$ cat config.mk
export PLATFORM = sky130hd
export DESIGN_NAME = lsu_mem_top
export DESIGN_NICKNAME = d
export VERILOG_FILES = /design/src/logic/mem_pkg.sv /design/src/logic/dcache_cpu_if.sv /design/src/logic/line_bus_if.sv /design/src/logic/data_cache.sv /design/src/logic/mem_stage.sv /design/src/logic/lsu_mem_top.sv
export SDC_FILE = /design/constraint.sdc
export NUM_CORES = 1
export LEC_CHECK = 0
export BUFFER_PORTS_ARGS = -buffer_cell sky130_fd_sc_hd__buf_4
export CELL_PAD_IN_SITES_DETAIL_PLACEMENT = 1
export CELL_PAD_IN_SITES_GLOBAL_PLACEMENT = 1
export CORE_MARGIN = 8
export CORE_UTILIZATION = 50
export CTS_CLUSTER_DIAMETER = 80
export DETAILED_ROUTE_END_ITERATION = 12
export PLACE_DENSITY = 0.81
export SLEW_MARGIN = 20
export SYNTH_ARGS = -nofsm -noshare
export SYNTH_HDL_FRONTEND = slang
export SYNTH_SLANG_ARGS = --single-unit
$ cat constraint.sdc
create_clock -name clk_i -period 6.8 [get_ports clk_i]
set_input_delay 0 -clock clk_i [delete_from_list [all_inputs] [get_ports clk_i]]
set_output_delay 0 -clock clk_i [all_outputs]
set_load 0.03 [all_outputs]
$ cat src/logic/mem_pkg.sv
package mem_pkg;

  //////////////////////////////////////////////////
  // datapath widths
  //////////////////////////////////////////////////

  localparam int DATA_WIDTH = 32;
  localparam int ADDR_WIDTH = 32;
  localparam int REG_WIDTH  = 5;

  localparam int STRB_WIDTH    = DATA_WIDTH / 8;        // one strobe per byte.
  localparam int BYTE_SEL_BITS = $clog2(STRB_WIDTH);    // byte within a word.

  //////////////////////////////////////////////////
  // cache geometry
  //////////////////////////////////////////////////

  localparam int LINE_BYTES = 16;
  localparam int LINE_WIDTH = LINE_BYTES * 8;
  localparam int N_LINES    = 4;

  localparam int OFFSET_BITS = $clog2(LINE_BYTES);
  localparam int INDEX_BITS  = $clog2(N_LINES);
  localparam int TAG_BITS    = ADDR_WIDTH - INDEX_BITS - OFFSET_BITS;
  localparam int WORD_BITS   = OFFSET_BITS - BYTE_SEL_BITS; // word within a line.

  //////////////////////////////////////////////////
  // access size of a load or store
  //////////////////////////////////////////////////

  typedef enum logic [1:0] {
    BYTE = 2'd0,
    HALF = 2'd1,
    WORD = 2'd2
  } access_size_t;

endpackage : mem_pkg

$ cat src/logic/dcache_cpu_if.sv
`timescale 1ns/1ns

interface dcache_cpu_if import mem_pkg::*; ();

  // request side, driven by the pipeline.
  logic                  req;
  logic                  wr;
  logic [ADDR_WIDTH-1:0] addr;
  logic [DATA_WIDTH-1:0] wdata;
  logic [STRB_WIDTH-1:0] wstrb;

  // response side, driven by the cache.
  logic                  hit;
  logic [DATA_WIDTH-1:0] rdata;
  logic                  done;

  modport core (
    output req, wr, addr, wdata, wstrb,
    input  hit, rdata, done
  );

  modport cache (
    input  req, wr, addr, wdata, wstrb,
    output hit, rdata, done
  );

endinterface : dcache_cpu_if

$ cat src/logic/line_bus_if.sv
`timescale 1ns/1ns

interface line_bus_if import mem_pkg::*; ();

  logic                  mem_req;
  logic                  mem_we;
  logic [ADDR_WIDTH-1:0] mem_addr;   // line aligned.
  logic [LINE_WIDTH-1:0] mem_wdata;
  logic                  mem_gnt;
  logic                  mem_rvalid;
  logic [LINE_WIDTH-1:0] mem_rdata;
  logic                  mem_wr_done;

  modport cache (
    output mem_req, mem_we, mem_addr, mem_wdata,
    input  mem_gnt, mem_rvalid, mem_rdata, mem_wr_done
  );

  modport mem (
    input  mem_req, mem_we, mem_addr, mem_wdata,
    output mem_gnt, mem_rvalid, mem_rdata, mem_wr_done
  );

endinterface : line_bus_if

$ cat src/logic/data_cache.sv
`timescale 1ns/1ns

module data_cache import mem_pkg::*; (
  input  logic         clk_i,
  input  logic         rst_i,
  dcache_cpu_if.cache  cpu,
  line_bus_if.cache    mem,
  input  logic         flush_req_i,
  output logic         flush_ack_o
);

  typedef enum logic [2:0] {
    S_IDLE      = 3'd0,
    S_WB_REQ    = 3'd1,
    S_WB_WAIT   = 3'd2,
    S_FILL_REQ  = 3'd3,
    S_FILL_WAIT = 3'd4,
    S_DONE      = 3'd5,
    S_FL_SCAN   = 3'd6,
    S_FL_ACK    = 3'd7
  } state_t;

  state_t state_q, state_d;

  logic [N_LINES-1:0]    valid_q;
  logic [N_LINES-1:0]    dirty_q;
  logic [TAG_BITS-1:0]   tag_q  [N_LINES];
  logic [LINE_WIDTH-1:0] data_q [N_LINES];

  logic                  flushing_q;
  logic [INDEX_BITS-1:0] flush_idx_q;

  logic [TAG_BITS-1:0]   cpu_tag;
  logic [INDEX_BITS-1:0] cpu_idx;
  logic [WORD_BITS-1:0]  cpu_word;
  logic [INDEX_BITS-1:0] line_idx;
  logic [LINE_WIDTH-1:0] line_merged;
  logic                  store_en;
  logic                  fill_en;
  logic                  flush_start;
  logic                  flush_step;
  logic                  line_needs_wb;

  //////////////////////////////////////////////////
  // lookup
  //////////////////////////////////////////////////

  assign cpu_tag  = cpu.addr[ADDR_WIDTH-1 -: TAG_BITS];
  assign cpu_idx  = cpu.addr[OFFSET_BITS +: INDEX_BITS];
  assign cpu_word = cpu.addr[BYTE_SEL_BITS +: WORD_BITS];

  // line under write-back, victim or flush target.
  assign line_idx      = flushing_q ? flush_idx_q : cpu_idx;
  assign line_needs_wb = valid_q[line_idx] && dirty_q[line_idx];

  assign cpu.hit   = (state_q == S_IDLE) && cpu.req && valid_q[cpu_idx] &&
                     (tag_q[cpu_idx] == cpu_tag);
  assign cpu.rdata = data_q[cpu_idx][cpu_word*DATA_WIDTH +: DATA_WIDTH];
  assign cpu.done  = (state_q == S_DONE);

  always_comb begin
    line_merged = data_q[cpu_idx];
    for (int b = 0; b < STRB_WIDTH; b++) begin
      if (cpu.wstrb[b]) begin
        line_merged[cpu_word*DATA_WIDTH + b*8 +: 8] = cpu.wdata[b*8 +: 8];
      end
    end
  end

  assign store_en = cpu.req && cpu.wr &&
                    ((state_q == S_IDLE && cpu.hit) || state_q == S_DONE);
  assign fill_en  = (state_q == S_FILL_WAIT) && mem.mem_rvalid;

  assign flush_start = (state_q == S_IDLE) && !cpu.req && flush_req_i;
  assign flush_step  = (state_q == S_FL_SCAN) && !line_needs_wb &&
                       (flush_idx_q != INDEX_BITS'(N_LINES - 1));

  //////////////////////////////////////////////////
  // memory bus
  //////////////////////////////////////////////////

  assign mem.mem_req   = (state_q == S_WB_REQ) || (state_q == S_FILL_REQ);
  assign mem.mem_we    = (state_q == S_WB_REQ);
  assign mem.mem_wdata = data_q[line_idx];

  always_comb begin
    if (state_q == S_FILL_REQ) begin
      mem.mem_addr = {cpu_tag, cpu_idx, {OFFSET_BITS{1'b0}}};
    end else begin
      mem.mem_addr = {tag_q[line_idx], line_idx, {OFFSET_BITS{1'b0}}}; // victim address.
    end
  end

  assign flush_ack_o = (state_q == S_FL_ACK);

  //////////////////////////////////////////////////
  // controller
  //////////////////////////////////////////////////

  always_comb begin
    state_d = state_q;
    case (state_q)
      S_IDLE: begin
        if (cpu.req && !cpu.hit) begin
          state_d = line_needs_wb ? S_WB_REQ : S_FILL_REQ;
        end else if (flush_start) begin
          state_d = S_FL_SCAN;
        end
      end
      S_WB_REQ: begin
        if (mem.mem_gnt) state_d = S_WB_WAIT;
      end
      S_WB_WAIT: begin
        if (mem.mem_wr_done) state_d = flushing_q ? S_FL_SCAN : S_FILL_REQ;
      end
      S_FILL_REQ: begin
        if (mem.mem_gnt) state_d = S_FILL_WAIT;
      end
      S_FILL_WAIT: begin
        if (mem.mem_rvalid) state_d = S_DONE;
      end
      S_DONE: begin
        state_d = S_IDLE;
      end
      S_FL_SCAN: begin
        if (line_needs_wb) begin
          state_d = S_WB_REQ;
        end else if (flush_idx_q == INDEX_BITS'(N_LINES - 1)) begin
          state_d = S_FL_ACK;
        end
      end
      S_FL_ACK: begin
        if (!flush_req_i) state_d = S_IDLE;
      end
      default: state_d = S_IDLE;
    endcase
  end

  always_ff @(posedge clk_i) begin
    if (!rst_i) begin
      state_q     <= S_IDLE;
      valid_q     <= '0;
      dirty_q     <= '0;
      flushing_q  <= 1'b0;
      flush_idx_q <= '0;
    end else begin
      state_q <= state_d;
      if (store_en) dirty_q[cpu_idx] <= 1'b1;
      if (state_q == S_WB_WAIT && mem.mem_wr_done) dirty_q[line_idx] <= 1'b0;
      if (fill_en) begin
        valid_q[cpu_idx] <= 1'b1;
        dirty_q[cpu_idx] <= 1'b0;                 // fresh line is clean.
      end
      if (flush_start) begin
        flushing_q  <= 1'b1;
        flush_idx_q <= '0;
      end
      if (flush_step) flush_idx_q <= flush_idx_q + 1'b1;
      if (state_q == S_FL_ACK && !flush_req_i) flushing_q <= 1'b0;
    end
  end

  // line storage.
  always_ff @(posedge clk_i) begin
    if (fill_en) begin
      data_q[cpu_idx] <= mem.mem_rdata;
      tag_q[cpu_idx]  <= cpu_tag;
    end else if (store_en) begin
      data_q[cpu_idx] <= line_merged;
    end
  end

endmodule : data_cache

$ cat src/logic/mem_stage.sv
`timescale 1ns/1ns

module mem_stage import mem_pkg::*; (
  input  logic                  clk_i,
  input  logic                  rst_i,
  input  logic                  valid_i,
  input  logic                  is_load_i,
  input  logic                  is_store_i,
  input  logic                  reg_wr_en_i,
  input  access_size_t          access_size_i,
  input  logic [DATA_WIDTH-1:0] alu_result_i,
  input  logic [DATA_WIDTH-1:0] rs2_data_i,
  input  logic [REG_WIDTH-1:0]  wr_reg_i,
  dcache_cpu_if.core            cpu,
  output logic                  wb_valid_o,
  output logic                  wb_reg_wr_en_o,
  output logic                  stall_o,
  output logic [REG_WIDTH-1:0]  wb_wr_reg_o,
  output logic [DATA_WIDTH-1:0] wb_data_o
);

  typedef enum logic [1:0] {
    ST_IDLE    = 2'd0,
    ST_READY   = 2'd1,
    ST_WAITING = 2'd2
  } state_t;

  state_t state_q, state_d;

  logic                     is_mem;
  logic [BYTE_SEL_BITS-1:0] byte_off;
  logic [DATA_WIDTH-1:0]    load_shifted;
  logic [DATA_WIDTH-1:0]    load_data;

  assign is_mem   = is_load_i | is_store_i;
  assign byte_off = alu_result_i[BYTE_SEL_BITS-1:0];

  //////////////////////////////////////////////////
  // request to the cache
  //////////////////////////////////////////////////

  assign cpu.wr    = is_store_i;
  assign cpu.addr  = alu_result_i;
  assign cpu.wdata = rs2_data_i << {byte_off, 3'b000}; // move into its lane.

  always_comb begin
    case (access_size_i)
      BYTE:    cpu.wstrb = STRB_WIDTH'(4'b0001) << byte_off;
      HALF:    cpu.wstrb = STRB_WIDTH'(4'b0011) << byte_off;
      default: cpu.wstrb = '1;
    endcase
  end

  //////////////////////////////////////////////////
  // load alignment and write-back record
  //////////////////////////////////////////////////

  assign load_shifted = cpu.rdata >> {byte_off, 3'b000};

  always_comb begin
    case (access_size_i)
      BYTE:    load_data = {{(DATA_WIDTH-8){1'b0}}, load_shifted[7:0]};
      HALF:    load_data = {{(DATA_WIDTH-16){1'b0}}, load_shifted[15:0]};
      default: load_data = cpu.rdata;
    endcase
  end

  assign wb_data_o      = is_load_i ? load_data : alu_result_i;
  assign wb_reg_wr_en_o = is_load_i | reg_wr_en_i;   // loads always write.
  assign wb_wr_reg_o    = wr_reg_i;

  //////////////////////////////////////////////////
  // controller
  //////////////////////////////////////////////////

  always_comb begin
    state_d    = state_q;
    cpu.req    = 1'b0;
    wb_valid_o = 1'b0;
    stall_o    = 1'b0;
    case (state_q)
      ST_IDLE: begin
        stall_o = valid_i;
        state_d = ST_READY;
      end
      ST_READY: begin
        if (valid_i) begin
          if (!is_mem) begin
            wb_valid_o = 1'b1;
          end else begin
            cpu.req = 1'b1;
            if (cpu.hit) begin
              wb_valid_o = 1'b1;
            end else begin
              stall_o = 1'b1;
              state_d = ST_WAITING;
            end
          end
        end
      end
      ST_WAITING: begin
        cpu.req = 1'b1;                          // held until the fill is done.
        if (cpu.done) begin
          wb_valid_o = 1'b1;
          state_d    = ST_READY;
        end else begin
          stall_o = 1'b1;
        end
      end
      default: state_d = ST_IDLE;
    endcase
  end

  always_ff @(posedge clk_i) begin
    if (!rst_i) begin
      state_q <= ST_IDLE;
    end else begin
      state_q <= state_d;
    end
  end

endmodule : mem_stage

$ cat src/logic/lsu_mem_top.sv
`timescale 1ns/1ns

module lsu_mem_top import mem_pkg::*; (
  input  logic                  clk_i,
  input  logic                  rst_i,
  input  logic                  valid_i,
  input  logic                  is_load_i,
  input  logic                  is_store_i,
  input  logic                  reg_wr_en_i,
  input  access_size_t          access_size_i,
  input  logic [DATA_WIDTH-1:0] alu_result_i,
  input  logic [DATA_WIDTH-1:0] rs2_data_i,
  input  logic [REG_WIDTH-1:0]  wr_reg_i,
  output logic                  wb_valid_o,
  output logic                  wb_reg_wr_en_o,
  output logic                  stall_o,
  output logic [REG_WIDTH-1:0]  wb_wr_reg_o,
  output logic [DATA_WIDTH-1:0] wb_data_o,
  input  logic                  flush_req_i,
  output logic                  flush_ack_o,
  output logic                  mem_req_o,
  output logic                  mem_we_o,
  output logic [ADDR_WIDTH-1:0] mem_addr_o,
  output logic [LINE_WIDTH-1:0] mem_wdata_o,
  input  logic                  mem_gnt_i,
  input  logic                  mem_rvalid_i,
  input  logic [LINE_WIDTH-1:0] mem_rdata_i,
  input  logic                  mem_wr_done_i
);

  dcache_cpu_if u_cpu_if ();
  line_bus_if   u_mem_bus ();

  mem_stage u_mem_stage (
    .clk_i          (clk_i),
    .rst_i          (rst_i),
    .valid_i        (valid_i),
    .is_load_i      (is_load_i),
    .is_store_i     (is_store_i),
    .reg_wr_en_i    (reg_wr_en_i),
    .access_size_i  (access_size_i),
    .alu_result_i   (alu_result_i),
    .rs2_data_i     (rs2_data_i),
    .wr_reg_i       (wr_reg_i),
    .cpu            (u_cpu_if.core),
    .wb_valid_o     (wb_valid_o),
    .wb_reg_wr_en_o (wb_reg_wr_en_o),
    .stall_o        (stall_o),
    .wb_wr_reg_o    (wb_wr_reg_o),
    .wb_data_o      (wb_data_o)
  );

  data_cache u_data_cache (
    .clk_i       (clk_i),
    .rst_i       (rst_i),
    .cpu         (u_cpu_if.cache),
    .mem         (u_mem_bus.cache),
    .flush_req_i (flush_req_i),
    .flush_ack_o (flush_ack_o)
  );

  // line bus out to the pins.
  assign mem_req_o               = u_mem_bus.mem_req;
  assign mem_we_o                = u_mem_bus.mem_we;
  assign mem_addr_o              = u_mem_bus.mem_addr;
  assign mem_wdata_o             = u_mem_bus.mem_wdata;
  assign u_mem_bus.mem_gnt       = mem_gnt_i;
  assign u_mem_bus.mem_rvalid    = mem_rvalid_i;
  assign u_mem_bus.mem_rdata     = mem_rdata_i;
  assign u_mem_bus.mem_wr_done   = mem_wr_done_i;

endmodule : lsu_mem_top

# Word-level counts from Yosys, hierarchy flattened
# Memory sizes are Yosys's and may differ from the RTL's.
# Index checks and enable logic that the tools add are counted.
dict set report classes {
  add_sub_neg 8
  n_lt_le_gt_ge 4
  eq_ne 24
  shift 13
  muxes 66
  bitwise_logic 10
  n_reduce_logical 30
}
# operator count
set ops {}
lappend ops {{128-bit 2-to-1 mux} 5}
lappend ops {{128-bit bitwise mux} 4}
lappend ops {{8-bit by 34-bit variable shift with 128-bit output, first input constant} 4}
lappend ops {{8-bit by 34-bit indexed part select with 128-bit output} 4}
lappend ops {{128-bit by 8-bit indexed part select with 32-bit output} 1}
lappend ops {{32-bit negator with 34-bit output} 3}
lappend ops {{32-bit 2-to-1 mux} 2}
lappend ops {{32-bit one-hot mux with 2 select lines} 1}
lappend ops {{7-bit negator with 34-bit output} 1}
lappend ops {{32-bit by 5-bit << shifter with 32-bit output} 1}
lappend ops {{32-bit by 5-bit >> shifter with 16-bit output} 1}
lappend ops {{3-bit 2-to-1 mux} 10}
lappend ops {{26-bit equality test} 1}
lappend ops {{3-bit one-hot mux with 8 select lines} 1}
lappend ops {{1-bit 2-to-1 mux} 20}
lappend ops {{4-bit 2-to-1 mux} 5}
lappend ops {{1-bit logical AND} 17}
lappend ops {{7-bit by 5-bit adder with 8-bit output, second input constant} 2}
lappend ops {{2-bit 2-to-1 mux} 8}
lappend ops {{2-bit != test, second input constant} 8}
lappend ops {{3-bit equality test, second input constant} 4}
lappend ops {{7-bit by 4-bit adder with 8-bit output, second input constant} 1}
lappend ops {{4-bit bitwise AND} 2}
lappend ops {{4-bit inverter} 2}
lappend ops {{28 further kinds} 47}
dict set report totals {
  register_bits 16
  mem_bits_rw 616
  inputBits 209
  output_inout_bits 203
  word_cells 163
  n_memories 2
}
# memory words width rd rd_ports_with_merged_regs write_ports line_no
set mem_list {}
lappend mem_list {u_data_cache.data_q 4 128 2 0 1 data_cache.sv:28} ;# logic [LINE_WIDTH-1:0] data_q [N_LINES];
lappend mem_list {u_data_cache.tag_q 4 26 2 0 1 data_cache.sv:27} ;# logic [TAG_BITS-1:0] tag_q [N_LINES];

# Logic depth before layout (Yosys ltp)
dict set report logic_depth {
  depth_word 17
  mapped_depth 12
  mapped_depth_nobuf 9
}

# By module
# A second synthesis with hierarchy kept.
dict set report unflattened {
  cells_unflattened 2047
  area_unflattened_um2 34085.2
}
# mod instances cells_each area_each_um2 seq_area_each_um2
set by_module_without_submodules {}
lappend by_module_without_submodules {data_cache 1 1778 32185.9 18778.0}
lappend by_module_without_submodules {mem_stage 1 269 1899.3 40.0}

# Least setup slack after synthesis
# No wires, ideal clock.
dict set report synth_timing {
  path_type {input-to-reg}
  start {input alu_result_i[5]}
  end {memory u_data_cache.data_q[0][0] (netlist bit), enable pin}
  setup_ns 0.486
  arrival_ns 5.674
  t_required_ns 6.314
  slack_ns 0.641
  path_stages 7
  path_buffers 5
  cell_sequence {buf_2 buf_1 buf_2 buf_1 buf_2 nor3_1 a21o_1}
}
dict set report synth_between {
  elab_chain_cells 11
  elab_cells_between_ends 13
  classes_between {eq/ne (1); mux (5); bitwise (1); reduce/logical (5); memory (1)}
}
# element line_no
set synth_rtl {}
lappend synth_rtl {{from (decl)} lsu_mem_top.sv:11} ;# input logic [DATA_WIDTH-1:0] alu_result_i,
lappend synth_rtl {{branches (longest 11 deep; another with memory 4 x 26 bit)} --}
lappend synth_rtl {{to (decl)} data_cache.sv:28}
# Parallel ways; which one is timed is not known. The select of a mux whose other input is x is not followed.

==> results by group <==
Drt
  • Vias: 23655
  • Number of routed nets with antenna violations: 0
  • WL per Instance: 36.1 um
  • Vias per cell: 7.00
  • DR iter-0 viols: 2914
  • TritonRoute pass-1 iters: 7
  • Drt drc: 0
  • Total Wirelength: 122 mm

Global routing
  • Via count of the first global-routing pass: 24712
  • Largest net degree at the start of global routing: 115
  • Initial antenna violation count: 10
  • Grt peak-use layer: met2
  • Total track usage: 0.321
  • Grt ovf: 0
  • GR Layer Usage met2: 0.515
  • First-pass GRT wire length: 175 mm
  • Global routing usage on met3: 0.0769
  • Met1 Track Usage GR: 0.409

Worst hold path
  • Hold Path Depth: 0
  • HP Class: input pin to primary output

Synth
  • Ys flop type: edfxtp_1
  • Synth Area in Compound Gates: 0.0617
  • Top post-synthesis cells by area: edfxtp_1 56%, mux4_2 23%, mux2_2 4.0%
  • Xor/xnor share of the synthesized area: 0.00639
  • Post-Synth Adder-Cell Area: 0.00380
  • Syn. warnings: 0
  • Yosys cell types: 59
  • Async S/R FF share, synth: 0
  • Mux cell area share after synthesis: 0.297
  • Synth top area share: 0.562
  • Post-synth top cells: 616 x edfxtp_1, 333 x mux4_2, 149 x nand2_1, 116 x mux2_2, 92 x o21ai_0
  • Post-synth EDFFs: 616
  • Cell count after synthesis: 1931
  • Mean Syn Cell Area: 17.0 um^2
  • Largest area contributor in the netlist: edfxtp_1
  • Largest family of logic cells by synthesized area: multiplexers
  • Cell Area, Synth: 32900 um^2
  • Simple-gate area share of the yosys netlist: 0.0332
  • Register bit total from synthesis: 632
  • Seq/Total Area, Yosys: 0.572
  • Most frequent cell after synthesis: edfxtp_1

Floorplanning
  • Full die area: 74200 um^2
  • Initial Util: 0.503
  • Die Wd: 272 um
  • DIE HEIGHT: 272 um
  • CORE AREA: 65400 um^2
  • I/O pin count: 412
  • FP Rows: 94

CTS
  • Worst-Skew Late Latency: 0.61 ns
  • CTS resizes: 0
  • CTS buffer count: 69
  • Clk sink count: 632
  • CTS tree: built
  • Post-CTS Setup Repair Bufs: 0
  • Clk Tree Root Cell: clkbuf_16
  • CTS Buffer Depth: 3
  • Clock transition at path regs: 0.06 ns
  • H-tree depth: 3

Worst setup path
  • CP max FO: 114
  • Worst Path Buf+Inv: 2
  • Startpoint Class: flop
  • Crit-path cells: mux4_2, xnor2_1, nand4_1, nor4_1, nand4_2, a21oi_4, buf_12, mux2_2, dlygate4sd3_1
  • R2R depth: 9
  • Setup CP Type: flop to flop
  • Critical Path AT: 5.49 ns
  • CP top delay family: buffers and inverters
  • Stages on the worst setup path: 9
  • Critical Path End Type: flop
  • CP required: 7.14 ns
  • CP max stage cell: a21oi_4
  • Flop-to-flop setup slack: 1.65 ns
  • Max incr delay on CP: 0.91 ns

Placed design
  • DPL Wire Length: 78.8 mm
  • IO buf count: 397
  • Placed instance count: 3081
  • GPL Wtd Cong: 0.860

Power
  • Pleak: 14.1 nW
  • Total power draw: 11.2 mW
  • Pwr/cell area: 277 nW/um^2
  • Max VDD drop: 0.222 mV

Timing
  • Worst Max-Slew Pin Slew: 1.23 ns
  • Hold_ws: 0.000118 ns
  • Final hold violations: 0
  • Skew final: 0.0224 ns
  • Setup TNS: 0 ns
  • # setup viols final: 0
  • Unrepaired setup endpoints after global routing: no
  • Final worst path period share: 0.758
  • Slew HR: 0.156
  • Max Slew Vio Count: 0
  • Period minus WS final: 5.15 ns
  • Fmax: 194 MHz

Job
  • Max Cap Viol: 0

Status
  • Status: completed

Final layout
  • Synthesis-to-layout area growth: 23.3%
  • FILL cells: 5817
  • Share of cells above drive strength 1: 0.396
  • Layout Cells excl Fill: 3378
  • Final design utilization: 0.620
  • Nets@finish: 2677
[final timing paths]
| kind | from | endpoint |
|---|---|---|
| setup / recovery | u_data_cache.tag_q[3][18] | u_data_cache.data_q[3][34] |
| hold / removal | wr_reg_i[2] | wb_wr_reg_o[2] |
| setup reg to reg | u_data_cache.tag_q[3][18] | u_data_cache.data_q[3][34] |
| hold reg to reg | u_data_cache.valid_q[1] | u_data_cache.valid_q[1] |
[layout by cell type (no fill, tap or decap), drive strengths merged, types with 4 or more instances in the layout]
master | Yosys | routed
edfxtp | 616 | 616
conb | 1 | 4
xnor2 | 23 | 23
dlygate4sd3 | 0 | 170
dfxtp | 16 | 16
o22ai | 13 | 13
clkbuf | 62 | 82
nand2 | 149 | 149
clkinv | 0 | 35
inv | 35 | 36
nand3 | 10 | 10
a21oi | 27 | 27
buf | 85 | 430
nor3 | 6 | 6
a21o | 9 | 9
a31oi | 12 | 12
o21a | 12 | 12
or3 | 6 | 6
ha | 10 | 10
a211oi | 6 | 6
nor2b | 13 | 13
nand4 | 8 | 8
a22o | 64 | 64
mux2i | 59 | 59
o31ai | 34 | 34
diode | 0 | 5
mux2 | 148 | 148
a22oi | 6 | 6
bufinv | 0 | 4
mux4 | 333 | 333
o21ai | 92 | 92
nor2 | 29 | 29
[stage by stage]
step	area, um^2	worst slack (ns)
floorplan	32900	0.641
global placement	36700	1.59
detailed placement	36700	1.58
CTS	40500	1.79
global route	40500	1.62
finish	40500	1.65
[metal layers]
layer	vias up	routed length (um)
met5	-	23
li1	9132	-
met1	12276	42800
met3	333	14000
met2	1910	58500
met4	4	6780
[where the power goes]
part / switching [mW] / internal, mW / leakage [nW]
sequential: 0.100 / 4.44 / 5.68
combinational: 1.80 / 1.19 / 7.38
clock: 1.57 / 2.11 / 1.07
[area by class of cell]
class / instances / area, um^2 / area share
Timing Repair Buffer: 600 / 5040 / 0.124
Clock buffer: 82 / 1870 / 0.0461
Tap cell: 864 / 1080 / 0.0267
Antenna cell: 5 / 12.5 / 0.000309
Inverter: 35 / 131 / 0.00324
Sequential cell: 632 / 18800 / 0.464
Multi-Input combinational cell: 1120 / 13300 / 0.328
Clock inverter: 40 / 280 / 0.00691
[cells by family after synthesis]
| family | count (synthesis) |
|---|---|
| and+or+nand+nor | 243 |
| AOI/OAI and AO/OA | 299 |
| other | 1 |
| xor gates and xnor gates | 24 |
| adders and majority gates | 10 |
| DFF | 632 |
| muxes | 540 |
| buffers and inverters | 182 |
[state kept, by name, summed over array words and instances (netlist names)]
name                      flops
u_data_cache.valid_q          4
u_data_cache.tag_q          104
u_data_cache.state_q          3
u_data_cache.flushing_q       1
u_mem_stage.state_q           2
u_data_cache.data_q         512
u_data_cache.dirty_q          4
u_data_cache.flush_idx_q      2
[worst reg2reg max path, delay by kind of cell (launching register included)]
| kind | cells | cell delay [ns] |
|---|---|---|
| mux | 2 | 1.03 |
| buf+inv | 2 | 1.34 |
| simple gates | 3 | 1.02 |
| compound gates | 1 | 0.91 |
| flops | 1 | 0.41 |
| xor+xnor | 1 | 0.17 |
[repair_timing]
item / 4_1_cts / 5_1_grt
setup endpoints to repair: 0 / 0
hold buffers: 170 / 0
hold endpoints to repair: 632 / 0
No activity file was read; power rests on OpenSTA's default activity.
